==> src/logic/cpu_cfg.svh <==
/*
  cpu core configuration
  reset pc, word width and register count for the pipelined core
*/

`ifndef CPU_CFG_SVH
`define CPU_CFG_SVH

// pc loaded on reset
`define CPU_PC_INIT 32'h0000_0000

// data and address width
`define CPU_WORD_W 32

// architectural register count, r0 hardwired to zero
`define CPU_REG_N 32

`endif

==> src/logic/cpu_types_pkg.sv <==
/*
  cpu types package
  opcode, funct and alu op encodings, decoded control word,
  memory bus request structs and the four stage latches
*/

`default_nettype none

`include "cpu_cfg.svh"

package cpu_types_pkg;

  typedef logic [`CPU_WORD_W-1:0] word_t;

  // --------------------------------------------------
  // encodings
  // --------------------------------------------------
  typedef enum logic [5:0] {
    RTYPE = 6'h00,
    J     = 6'h02,
    JAL   = 6'h03,
    BEQ   = 6'h04,
    BNE   = 6'h05,
    ADDIU = 6'h09,
    SLTI  = 6'h0A,
    ANDI  = 6'h0C,
    ORI   = 6'h0D,
    XORI  = 6'h0E,
    LUI   = 6'h0F,
    LW    = 6'h23,
    SW    = 6'h2B,
    HALT  = 6'h3F
  } opcode_t;

  typedef enum logic [5:0] {
    SLL  = 6'h00,
    SRL  = 6'h02,
    JR   = 6'h08,
    ADDU = 6'h21,
    SUBU = 6'h23,
    AND  = 6'h24,
    OR   = 6'h25,
    XOR  = 6'h26,
    NOR  = 6'h27,
    SLT  = 6'h2A,
    SLTU = 6'h2B
  } funct_t;

  typedef enum logic [3:0] {
    ALU_ADD, ALU_SUB, ALU_AND, ALU_OR, ALU_XOR, ALU_NOR,
    ALU_SLT, ALU_SLTU, ALU_SLL, ALU_SRL, ALU_LUI
  } alu_op_t;

  // decoded control word
  typedef struct packed {
    alu_op_t alu_op;
    logic    alu_src_imm;
    logic    sign_ext;
    logic    reg_dst_rd;
    logic    reg_wr;
    logic    mem_rd;
    logic    mem_wr;
    logic    mem_to_reg;
    logic    beq;
    logic    bne;
    logic    jump;
    logic    jal;
    logic    jr;
    logic    lui;
    logic    halt;
  } ctrl_t;

  // --------------------------------------------------
  // memory buses
  // --------------------------------------------------
  typedef struct packed {
    logic  ren;
    word_t addr;
  } imem_req_t;

  typedef struct packed {
    logic  ren;
    logic  wen;
    word_t addr;
    word_t store;
  } dmem_req_t;

  // --------------------------------------------------
  // stage latches
  // --------------------------------------------------
  typedef struct packed {
    logic  valid;
    word_t instr;
    word_t pc_plus4;
  } if_id_t;

  typedef struct packed {
    logic       valid;
    ctrl_t      ctrl;
    word_t      instr;
    word_t      pc_plus4;
    word_t      rdat1;
    word_t      rdat2;
    word_t      imm_ext;
    logic [4:0] shamt;
  } id_ex_t;

  typedef struct packed {
    logic       valid;
    ctrl_t      ctrl;
    word_t      instr;
    word_t      pc_plus4;
    word_t      alu_out;
    logic       zero;
    word_t      store_data;
    logic [4:0] wsel;
  } ex_mem_t;

  typedef struct packed {
    logic        valid;
    ctrl_t       ctrl;
    word_t       pc_plus4;
    word_t       alu_out;
    word_t       load_data;
    logic [15:0] imm;
    logic [4:0]  wsel;
  } mem_wb_t;

endpackage

`default_nettype wire

==> src/logic/alu.sv <==
/*
  alu
  combinational arithmetic, logic, compare and shift unit
  with a zero flag for branch compare
*/

`timescale 1ns/1ps
`default_nettype none

module alu (
  input  cpu_types_pkg::word_t   port_a,
  input  cpu_types_pkg::word_t   port_b,
  input  logic [4:0]             shamt,
  input  cpu_types_pkg::alu_op_t op,
  output cpu_types_pkg::word_t   result,
  output logic                   zero
);
  import cpu_types_pkg::*;

  always_comb begin
    unique case (op)
      ALU_ADD:  result = port_a + port_b;
      ALU_SUB:  result = port_a - port_b;
      ALU_AND:  result = port_a & port_b;
      ALU_OR:   result = port_a | port_b;
      ALU_XOR:  result = port_a ^ port_b;
      ALU_NOR:  result = ~(port_a | port_b);
      // signed compare
      ALU_SLT:  result = word_t'($signed(port_a) < $signed(port_b));
      ALU_SLTU: result = word_t'(port_a < port_b);
      // shifts act on rt, amount from the shamt field
      ALU_SLL:  result = port_b << shamt;
      ALU_SRL:  result = port_b >> shamt;
      // upper half from the immediate
      ALU_LUI:  result = {port_b[15:0], 16'h0000};
      default:  result = '0;
    endcase
  end

  // beq/bne compare through SUB
  assign zero = (result == '0);

endmodule

`default_nettype wire

==> src/logic/control_unit.sv <==
/*
  control unit
  decodes opcode and funct into the control word
  unknown encodings decode as a no-op
*/

`timescale 1ns/1ps
`default_nettype none

module control_unit (
  input  cpu_types_pkg::word_t instr,
  output cpu_types_pkg::ctrl_t ctrl
);
  import cpu_types_pkg::*;

  opcode_t opcode;
  funct_t  funct;

  assign opcode = opcode_t'(instr[31:26]);
  assign funct  = funct_t'(instr[5:0]);

  always_comb begin
    // everything off unless set below
    ctrl        = '0;
    ctrl.alu_op = ALU_ADD;

    case (opcode)
      // --------------------------------------------------
      // register ops
      // --------------------------------------------------
      RTYPE: begin
        ctrl.reg_dst_rd = 1'b1;
        ctrl.reg_wr     = 1'b1;
        case (funct)
          ADDU: ctrl.alu_op = ALU_ADD;
          SUBU: ctrl.alu_op = ALU_SUB;
          AND:  ctrl.alu_op = ALU_AND;
          OR:   ctrl.alu_op = ALU_OR;
          XOR:  ctrl.alu_op = ALU_XOR;
          NOR:  ctrl.alu_op = ALU_NOR;
          SLT:  ctrl.alu_op = ALU_SLT;
          SLTU: ctrl.alu_op = ALU_SLTU;
          SLL:  ctrl.alu_op = ALU_SLL;
          SRL:  ctrl.alu_op = ALU_SRL;
          JR: begin
            // rt is r0 in the encoding, so rs | 0 passes rs to the pc
            ctrl.alu_op = ALU_OR;
            ctrl.reg_wr = 1'b0;
            ctrl.jr     = 1'b1;
          end
          default: ctrl.reg_wr = 1'b0;
        endcase
      end

      // --------------------------------------------------
      // immediate ops
      // --------------------------------------------------
      ADDIU, SLTI: begin
        ctrl.alu_op      = (opcode == SLTI) ? ALU_SLT : ALU_ADD;
        ctrl.alu_src_imm = 1'b1;
        ctrl.sign_ext    = 1'b1;
        ctrl.reg_wr      = 1'b1;
      end
      ANDI, ORI, XORI: begin
        // logical immediates are zero extended
        ctrl.alu_op      = (opcode == ANDI) ? ALU_AND :
                           (opcode == ORI)  ? ALU_OR  : ALU_XOR;
        ctrl.alu_src_imm = 1'b1;
        ctrl.reg_wr      = 1'b1;
      end
      LUI: begin
        ctrl.alu_op      = ALU_LUI;
        ctrl.alu_src_imm = 1'b1;
        ctrl.reg_wr      = 1'b1;
        ctrl.lui         = 1'b1;
      end

      // memory, address is rs + sext(imm)
      LW: begin
        ctrl.alu_src_imm = 1'b1;
        ctrl.sign_ext    = 1'b1;
        ctrl.reg_wr      = 1'b1;
        ctrl.mem_rd      = 1'b1;
        ctrl.mem_to_reg  = 1'b1;
      end
      SW: begin
        ctrl.alu_src_imm = 1'b1;
        ctrl.sign_ext    = 1'b1;
        ctrl.mem_wr      = 1'b1;
      end

      // --------------------------------------------------
      // control flow
      // --------------------------------------------------
      BEQ: begin
        ctrl.alu_op   = ALU_SUB;
        ctrl.sign_ext = 1'b1;
        ctrl.beq      = 1'b1;
      end
      BNE: begin
        ctrl.alu_op   = ALU_SUB;
        ctrl.sign_ext = 1'b1;
        ctrl.bne      = 1'b1;
      end
      J:   ctrl.jump = 1'b1;
      // link into r31, chosen in execute
      JAL: begin
        ctrl.jal    = 1'b1;
        ctrl.reg_wr = 1'b1;
      end
      HALT: ctrl.halt = 1'b1;
      default: ctrl = '0;
    endcase
  end

endmodule

`default_nettype wire

==> src/logic/datapath.sv <==
/*
  datapath
  five-stage core top: stage latches, decode extender,
  execute muxes, writeback mux, stall enable and sticky halt.
  no forwarding or flush; branch/jump resolve in memory stage
*/

`timescale 1ns/1ps
`default_nettype none

module datapath (
  input  logic                     CLK,
  input  logic                     nRST,
  output cpu_types_pkg::imem_req_t imem_req,
  input  cpu_types_pkg::word_t     imem_load,
  input  logic                     ihit,
  output cpu_types_pkg::dmem_req_t dmem_req,
  input  cpu_types_pkg::word_t     dmem_load,
  input  logic                     dhit,
  output logic                     halt
);
  import cpu_types_pkg::*;

  // stage latches
  if_id_t  if_id;
  id_ex_t  id_ex;
  ex_mem_t ex_mem;
  mem_wb_t mem_wb;

  logic       advance;
  logic       dreq_raw;
  logic       dmem_done;
  word_t      load_hold;
  word_t      load_data;
  word_t      pc;
  ctrl_t      ctrl_dec;
  word_t      rdat1;
  word_t      rdat2;
  word_t      imm_ext;
  word_t      alu_b;
  word_t      alu_out;
  logic       alu_zero;
  logic [4:0] wsel_ex;
  logic       rf_wen;
  word_t      rf_wdat;

  // --------------------------------------------------
  // stall rule and memory strobes
  // --------------------------------------------------
  assign dreq_raw = ex_mem.valid && (ex_mem.ctrl.mem_rd || ex_mem.ctrl.mem_wr);

  // drop the strobe once served but still stalled on ihit,
  // so a store is not written twice
  assign dmem_req.ren   = ex_mem.valid && ex_mem.ctrl.mem_rd && !dmem_done;
  assign dmem_req.wen   = ex_mem.valid && ex_mem.ctrl.mem_wr && !dmem_done;
  assign dmem_req.addr  = ex_mem.alu_out;
  assign dmem_req.store = ex_mem.store_data;

  assign imem_req.ren  = !halt;
  assign imem_req.addr = pc;

  // everything moves together or nothing moves
  assign advance = ihit && (!(dmem_req.ren || dmem_req.wen) || dhit) && !halt;

  always_ff @(posedge CLK or negedge nRST) begin
    if (!nRST)
      dmem_done <= 1'b0;
    else if (advance)
      dmem_done <= 1'b0;
    else if (dreq_raw && dhit)
      dmem_done <= 1'b1;
  end

  // load word kept while waiting on fetch
  always_ff @(posedge CLK) begin
    if (dmem_req.ren && dhit)
      load_hold <= dmem_load;
  end

  assign load_data = dmem_done ? load_hold : dmem_load;

  // --------------------------------------------------
  // fetch
  // --------------------------------------------------
  program_counter PC (
    .CLK    (CLK),
    .nRST   (nRST),
    .en     (advance),
    .ex_mem (ex_mem),
    .pc     (pc)
  );

  // --------------------------------------------------
  // decode
  // --------------------------------------------------
  control_unit CU (
    .instr (if_id.instr),
    .ctrl  (ctrl_dec)
  );

  register_file RF (
    .CLK   (CLK),
    .nRST  (nRST),
    .wen   (rf_wen),
    .wsel  (mem_wb.wsel),
    .rsel1 (if_id.instr[25:21]),
    .rsel2 (if_id.instr[20:16]),
    .wdat  (rf_wdat),
    .rdat1 (rdat1),
    .rdat2 (rdat2)
  );

  // sign or zero extend
  assign imm_ext = ctrl_dec.sign_ext ? {{16{if_id.instr[15]}}, if_id.instr[15:0]}
                                     : {16'h0000, if_id.instr[15:0]};

  // --------------------------------------------------
  // execute
  // --------------------------------------------------
  assign alu_b = id_ex.ctrl.alu_src_imm ? id_ex.imm_ext : id_ex.rdat2;

  alu ALU (
    .port_a (id_ex.rdat1),
    .port_b (alu_b),
    .shamt  (id_ex.shamt),
    .op     (id_ex.ctrl.alu_op),
    .result (alu_out),
    .zero   (alu_zero)
  );

  // dest reg: r31 for jal, rd for R-type, else rt
  assign wsel_ex = id_ex.ctrl.jal        ? 5'd31 :
                   id_ex.ctrl.reg_dst_rd ? id_ex.instr[15:11] : id_ex.instr[20:16];

  // --------------------------------------------------
  // writeback
  // --------------------------------------------------
  always_comb begin
    if (mem_wb.ctrl.lui)
      rf_wdat = {mem_wb.imm, 16'h0000};
    else if (mem_wb.ctrl.jal)
      rf_wdat = mem_wb.pc_plus4;
    else if (mem_wb.ctrl.mem_to_reg)
      rf_wdat = mem_wb.load_data;
    else
      rf_wdat = mem_wb.alu_out;
  end

  // write lands on the edge the instruction leaves writeback
  assign rf_wen = advance && mem_wb.valid && mem_wb.ctrl.reg_wr;

  // --------------------------------------------------
  // stage latches
  // --------------------------------------------------
  always_ff @(posedge CLK or negedge nRST) begin
    if (!nRST) begin
      if_id  <= '0;
      id_ex  <= '0;
      ex_mem <= '0;
      mem_wb <= '0;
    end else if (advance) begin
      // fetch -> decode
      if_id.valid    <= 1'b1;
      if_id.instr    <= imem_load;
      if_id.pc_plus4 <= pc + 32'd4;

      // decode -> execute, bubble keeps a zero control word
      id_ex.valid    <= if_id.valid;
      id_ex.ctrl     <= if_id.valid ? ctrl_dec : '0;
      id_ex.instr    <= if_id.instr;
      id_ex.pc_plus4 <= if_id.pc_plus4;
      id_ex.rdat1    <= rdat1;
      id_ex.rdat2    <= rdat2;
      id_ex.imm_ext  <= imm_ext;
      id_ex.shamt    <= if_id.instr[10:6];

      // execute -> memory
      ex_mem.valid      <= id_ex.valid;
      ex_mem.ctrl       <= id_ex.ctrl;
      ex_mem.instr      <= id_ex.instr;
      ex_mem.pc_plus4   <= id_ex.pc_plus4;
      ex_mem.alu_out    <= alu_out;
      ex_mem.zero       <= alu_zero;
      ex_mem.store_data <= id_ex.rdat2;
      ex_mem.wsel       <= wsel_ex;

      // memory -> writeback
      mem_wb.valid     <= ex_mem.valid;
      mem_wb.ctrl      <= ex_mem.ctrl;
      mem_wb.pc_plus4  <= ex_mem.pc_plus4;
      mem_wb.alu_out   <= ex_mem.alu_out;
      mem_wb.load_data <= load_data;
      mem_wb.imm       <= ex_mem.instr[15:0];
      mem_wb.wsel      <= ex_mem.wsel;
    end
  end

  // sticky halt, set as HALT leaves the memory stage
  always_ff @(posedge CLK or negedge nRST) begin
    if (!nRST)
      halt <= 1'b0;
    else if (advance && ex_mem.valid && ex_mem.ctrl.halt)
      halt <= 1'b1;
  end

endmodule

`default_nettype wire

==> src/logic/program_counter.sv <==
/*
  program counter
  pc register and next-pc select; branches and jumps
  resolve from the memory-stage latch
*/

`timescale 1ns/1ps
`default_nettype none

`include "cpu_cfg.svh"

module program_counter (
  input  logic                   CLK,
  input  logic                   nRST,
  input  logic                   en,
  input  cpu_types_pkg::ex_mem_t ex_mem,
  output cpu_types_pkg::word_t   pc
);
  import cpu_types_pkg::*;

  word_t pc_next;
  word_t br_offset;
  logic  br_taken;

  // word offset, sign extended and shifted by 2
  assign br_offset = {{14{ex_mem.instr[15]}}, ex_mem.instr[15:0], 2'b00};
  assign br_taken  = ex_mem.valid &&
                     ((ex_mem.ctrl.beq && ex_mem.zero) ||
                      (ex_mem.ctrl.bne && !ex_mem.zero));

  always_comb begin
    if (ex_mem.valid && (ex_mem.ctrl.jump || ex_mem.ctrl.jal))
      pc_next = {ex_mem.pc_plus4[31:28], ex_mem.instr[25:0], 2'b00};
    else if (ex_mem.valid && ex_mem.ctrl.jr)
      // rs passed through the alu
      pc_next = ex_mem.alu_out;
    else if (br_taken)
      pc_next = ex_mem.pc_plus4 + br_offset;
    else
      pc_next = pc + 32'd4;
  end

  always_ff @(posedge CLK or negedge nRST) begin
    if (!nRST)
      pc <= `CPU_PC_INIT;
    else if (en)
      pc <= pc_next;
  end

endmodule

`default_nettype wire

==> src/logic/register_file.sv <==
/*
  register file
  32 x 32 registers, r0 reads zero, clocked write,
  combinational reads with same-cycle write bypass
*/

`timescale 1ns/1ps
`default_nettype none

`include "cpu_cfg.svh"

module register_file (
  input  logic                 CLK,
  input  logic                 nRST,
  input  logic                 wen,
  input  logic [4:0]           wsel,
  input  logic [4:0]           rsel1,
  input  logic [4:0]           rsel2,
  input  cpu_types_pkg::word_t wdat,
  output cpu_types_pkg::word_t rdat1,
  output cpu_types_pkg::word_t rdat2
);
  import cpu_types_pkg::*;

  word_t regs [`CPU_REG_N];

  always_ff @(posedge CLK or negedge nRST) begin
    if (!nRST) begin
      for (int i = 0; i < `CPU_REG_N; i++) begin
        regs[i] <= '0;
      end
    end else if (wen && (wsel != 5'd0)) begin
      regs[wsel] <= wdat;
    end
  end

  // writeback value seen by decode in the same cycle
  always_comb begin
    rdat1 = regs[rsel1];
    rdat2 = regs[rsel2];
    if (wen && (wsel != 5'd0) && (wsel == rsel1)) rdat1 = wdat;
    if (wen && (wsel != 5'd0) && (wsel == rsel2)) rdat2 = wdat;
  end

endmodule

`default_nettype wire

==> config.mk <==
export PLATFORM = sky130hd
export DESIGN_NAME = datapath
export DESIGN_NICKNAME = d
export VERILOG_FILES = /design/src/logic/cpu_types_pkg.sv /design/src/logic/alu.sv /design/src/logic/control_unit.sv /design/src/logic/datapath.sv /design/src/logic/program_counter.sv /design/src/logic/register_file.sv
export VERILOG_INCLUDE_DIRS = /design/src /design/src/logic
export SDC_FILE = /design/constraint.sdc
export NUM_CORES = 2
export LEC_CHECK = 0
export CAP_MARGIN = 10
export CORE_MARGIN = 5
export CORE_UTILIZATION = 55
export CTS_CLUSTER_SIZE = 28
export DETAILED_ROUTE_END_ITERATION = 12
export DONT_BUFFER_PORTS = 1
export GPL_TIMING_DRIVEN = 0
export PLACE_DENSITY = 0.73
export SLEW_MARGIN = 15
export SYNTH_ARGS = -nofsm -noshare
export SYNTH_HDL_FRONTEND = slang
export SYNTH_SLANG_ARGS = --single-unit
==> constraint.sdc <==
create_clock -name CLK -period 4.7 [get_ports CLK]
set_clock_uncertainty 0.05 [all_clocks]
set_input_delay 0.94 -clock CLK [delete_from_list [all_inputs] [get_ports CLK]]
set_output_delay 0.94 -clock CLK [all_outputs]
set_load 0.005 [all_outputs]
==> impl_metrics.yaml <==
yosys:
  synth_area_leaders: "dfrtp_1 44%, mux4_2 17%, nand2_1 9.7%, o21ai_0 7.6%, clkbuf_1 2.9%"
  netlist.top_cell.by_area: "dfrtp_1"
  syn_area_um2: 86800
  ys_seq_area_frac: 0.450
  synth_edf_count: 32
  async_flop_share: 0.979
  ys_warn_count: 0
  postSynthCellCount: 8686
  synth_area_per_cell_um2: 10.0
  synth_cell_types: 95
  ys_seq_elements: 1556
  netlist.area_leader.share: 0.439
  synthFlopType: "dfrtp_1"
  syn_nets: 8888
timing:
  relSlewSlack: 0.0294
  finalMaxSlewViolations: 0
  fin_crit_sh: 1.07
  rsz0062_at_grt: "true"
  fmax_mhz: 198
  hold_viol: 5
  fin_crit_ps: 5040
  setup-violations-final: 4
  worstMarginPinSlew_ps: 1460
  whs_ps: -15.3
  finalWorstSetupSlack_ps: -340
pwr:
  power_leakage_nw: 41.2
  seqPwrFrac: 0.473
  p_switching_mw: 7.18
  p_int_mw: 21.7
  ir_worst_vdd_mv: 0.408
  total_power_mw: 28.8
  clkPwrFrac: 0.479
  power_density_nw_per_um2: 296
  combPwrFrac: 0.049
  netSwitchingFraction: 0.249
global_route:
  grt_pass1_wl_um: 530000
  antenna_found_initial: 26
  grtUsageTotal: 0.437
  grt_start_max_net_pins: 251
  grt_overflow: 0
  grt_pass1_vias: 74900
drt:
  drt-wirelength-per-cell_um: 33.2
  drc: 0
  viasPerCell: 6.96
  drt_iter0_markers: 11300
  drt_pass1_iterations: 8
  ant_nets: 0
  num_vias: 77400
  wl_um: 370000
worst_setup_path:
  path_cells: "buf_4 -> nor2b_1 -> clkbuf_1 -> clkbuf_1 -> a32oi_1 -> o21ai_0 -> mux2i_1 -> a2111oi_0 -> o21ai_0 -> or4_4 -> nor3_1 -> nand4_1 -> o41ai_2"
  cpPeakStageDelay_ps: 890
  cp_max_fo: 10
  arrival_ps: 5750
  cp-end-kind: "flop"
  r2r-start: "id_ex[178]"
  critPathLaunchType: "flop"
  cp-startpoint: "id_ex[178]"
  slowest_stage: "a2111oi_0"
  crit_required_ps: 5410
  cp_top_family: "compound AO/OA/AOI/OAI gates"
  critPathBufInv: 3
  crit_type: "reg -> reg"
clock_network:
  cts.sinks: 1556
  cts_tree: "yes"
  clockBufferDepth: 3
  h-tree-depth: 4
  path_clk_slew_ps: 60
  clk_latency_ps: 860
  cts_made_buffers: 165
  cts-root-buf: "clkbuf_16"
placement:
  gp_congestion: 1.08
  io_buffer_count: 0
  dp_cells: 10800
  pre_cts_ws_ps: -2660
  dp_hpwl_um: 281000
floorplan:
  dieHeight_um: 407
  initial_utilization: 0.555
  die_x_um: 407
  rows: 145
  core_area_um2: 157000
  io_pins: 168
  dieArea_um2: 166000
finish:
  fillers: 12700
  final_core_utilization: 0.622
  multi_input_area_um2: 44800
  seq_area_um2: 39100
  drive_gt1_frac: 0.162
  fin_cells: 11100
  nets: 9115
  syn_to_final_growth_pct: 12.1
status:
  status: "finished, violations left"
  violations: "hold timing, setup timing"
worst_hold_path:
  min-delay-path-class: "in -> async"
run:
  cap_violations: 0
## layer usage
| metal | wire length (µm) | GRT usage |
|---|---|---|
| met3 | 50700 | 0.150 |
| met4 | 32500 | 0.299 |
| met1 | 127000 | 0.546 |
| met2 | 159000 | 0.643 |
| met5 | 242 | 0.00431 |
## final timing paths
check | depth (start not counted) | slack, ps | to
max | 13 | -340 | ex_mem[37]
min | 1 | -20 | ex_mem[88]
max reg2reg | 13 | -340 | ex_mem[37]
min reg2reg | 2 | 400 | id_ex[146]
max in group asynchronous | 6 | 1130 | RF.regs[26]
min in group CLK | 0 | 130 | load_hold[31]
## per-stage QoR
step / hold slack, ps / cell area (µm²) / setup TNS (ps)
5_1_grt: 55.1 / 97300 / -1020
3_3_place_gp: 399 / 89400 / -355170
2_1_floorplan: 388 / 86900 / 0
4_1_cts: 30.1 / 96600 / -487
6_report: -15.3 / 97300 / -749
3_5_place_dp: 400 / 89900 / -139050
## final cells by class
cell class / count / area share
tap: 2058 / 0.0265
clock buffer: 227 / 0.0480
clock inverter: 69 / 0.0100
antenna: 19 / 0.000488
multi-input combinational: 6143 / 0.460
sequential: 1556 / 0.402
timing repair buffer: 69 / 0.00860
inverter: 134 / 0.00540
buffer: 844 / 0.0391
## power by group through the flow
stage,clock [mW],combinational [mW],sequential [mW]
6_report,13.8,1.41,13.6
5_1_grt,14.3,1.48,13.6
4_1_cts,13.7,1.36,13.6
3_5_place_dp,0,1.35,13.9
3_3_place_gp,0,1.05,13.9
2_1_floorplan,0,0.674,13.8
## state kept, by name (all words and copies together), names as in the netlist
register   count
PC.pc         32
RF.regs     1024
dmem_done      1
dmem_req      64
ex_mem        75
halt           1
id_ex        140
if_id         65
load_hold     32
mem_wb       122
## cells in the mapped netlist (66+ instances only)
master,n
inv_1,130
dfrtp_1,1524
o21ai_0,1323
mux4_2,662
nor3_1,77
buf_1,78
clkbuf_1,677
mux2i_1,126
nand2_1,2238
ha_1,131
a21oi_1,292
nor2_1,315
mux2_2,106
buf_4,66
## worst reg2reg max path, stage by stage (launching register included)
cell       delay, ps
dfrtp_2          470
buf_4            180
nor2b_1          100
clkbuf_1         350
clkbuf_1         640
a32oi_1          210
o21ai_0          230
mux2i_1          350
a2111oi_0        890
o21ai_0          210
or4_4            650
nor3_1           250
nand4_1          150
o41ai_2          230
## cells by family after synthesis
family,count (synthesis),synth area share
AO/OA/AOI/OAI,2102,0.138
XOR/XNOR,77,0.00777
adder cells (fa/ha/maj),134,0.0196
buffers and inverters,987,0.0467
flip-flops,1556,0.450
multiplexers,897,0.200
AND/OR/NAND/NOR,2933,0.137
## cells in the final DEF (no fill, tap or decap), types with 27 or more instances in the layout
cell type and instances:
buf_2 36, dfrtp_1 1522, xnor2_1 40, clkbuf_2 44, buf_1 52, nand2b_1 38
a211oi_1 40, edfxtp_1 32, clkbuf_16 166, xor2_1 37, nand2_1 2237, clkbuf_8 36
clkbuf_1 648, buf_4 113, nor3_1 70, a31oi_1 33, a21o_1 27, mux2i_1 120
clkinv_2 30, nor2_1 313, o22ai_1 31, o211ai_1 52, mux2_2 102, ha_1 113
mux4_2 662, nor2b_1 36, inv_1 121, a21oi_1 264, nand3_1 59, o21ai_0 1316
## repair_timing
action,CTS,global route
setup endpoints to repair,30,178
setup buffers,25,22
pin swaps,26,19
resized for setup,190,127
hold buffers,0,0
No activity file was read; power rests on OpenSTA's default activity.
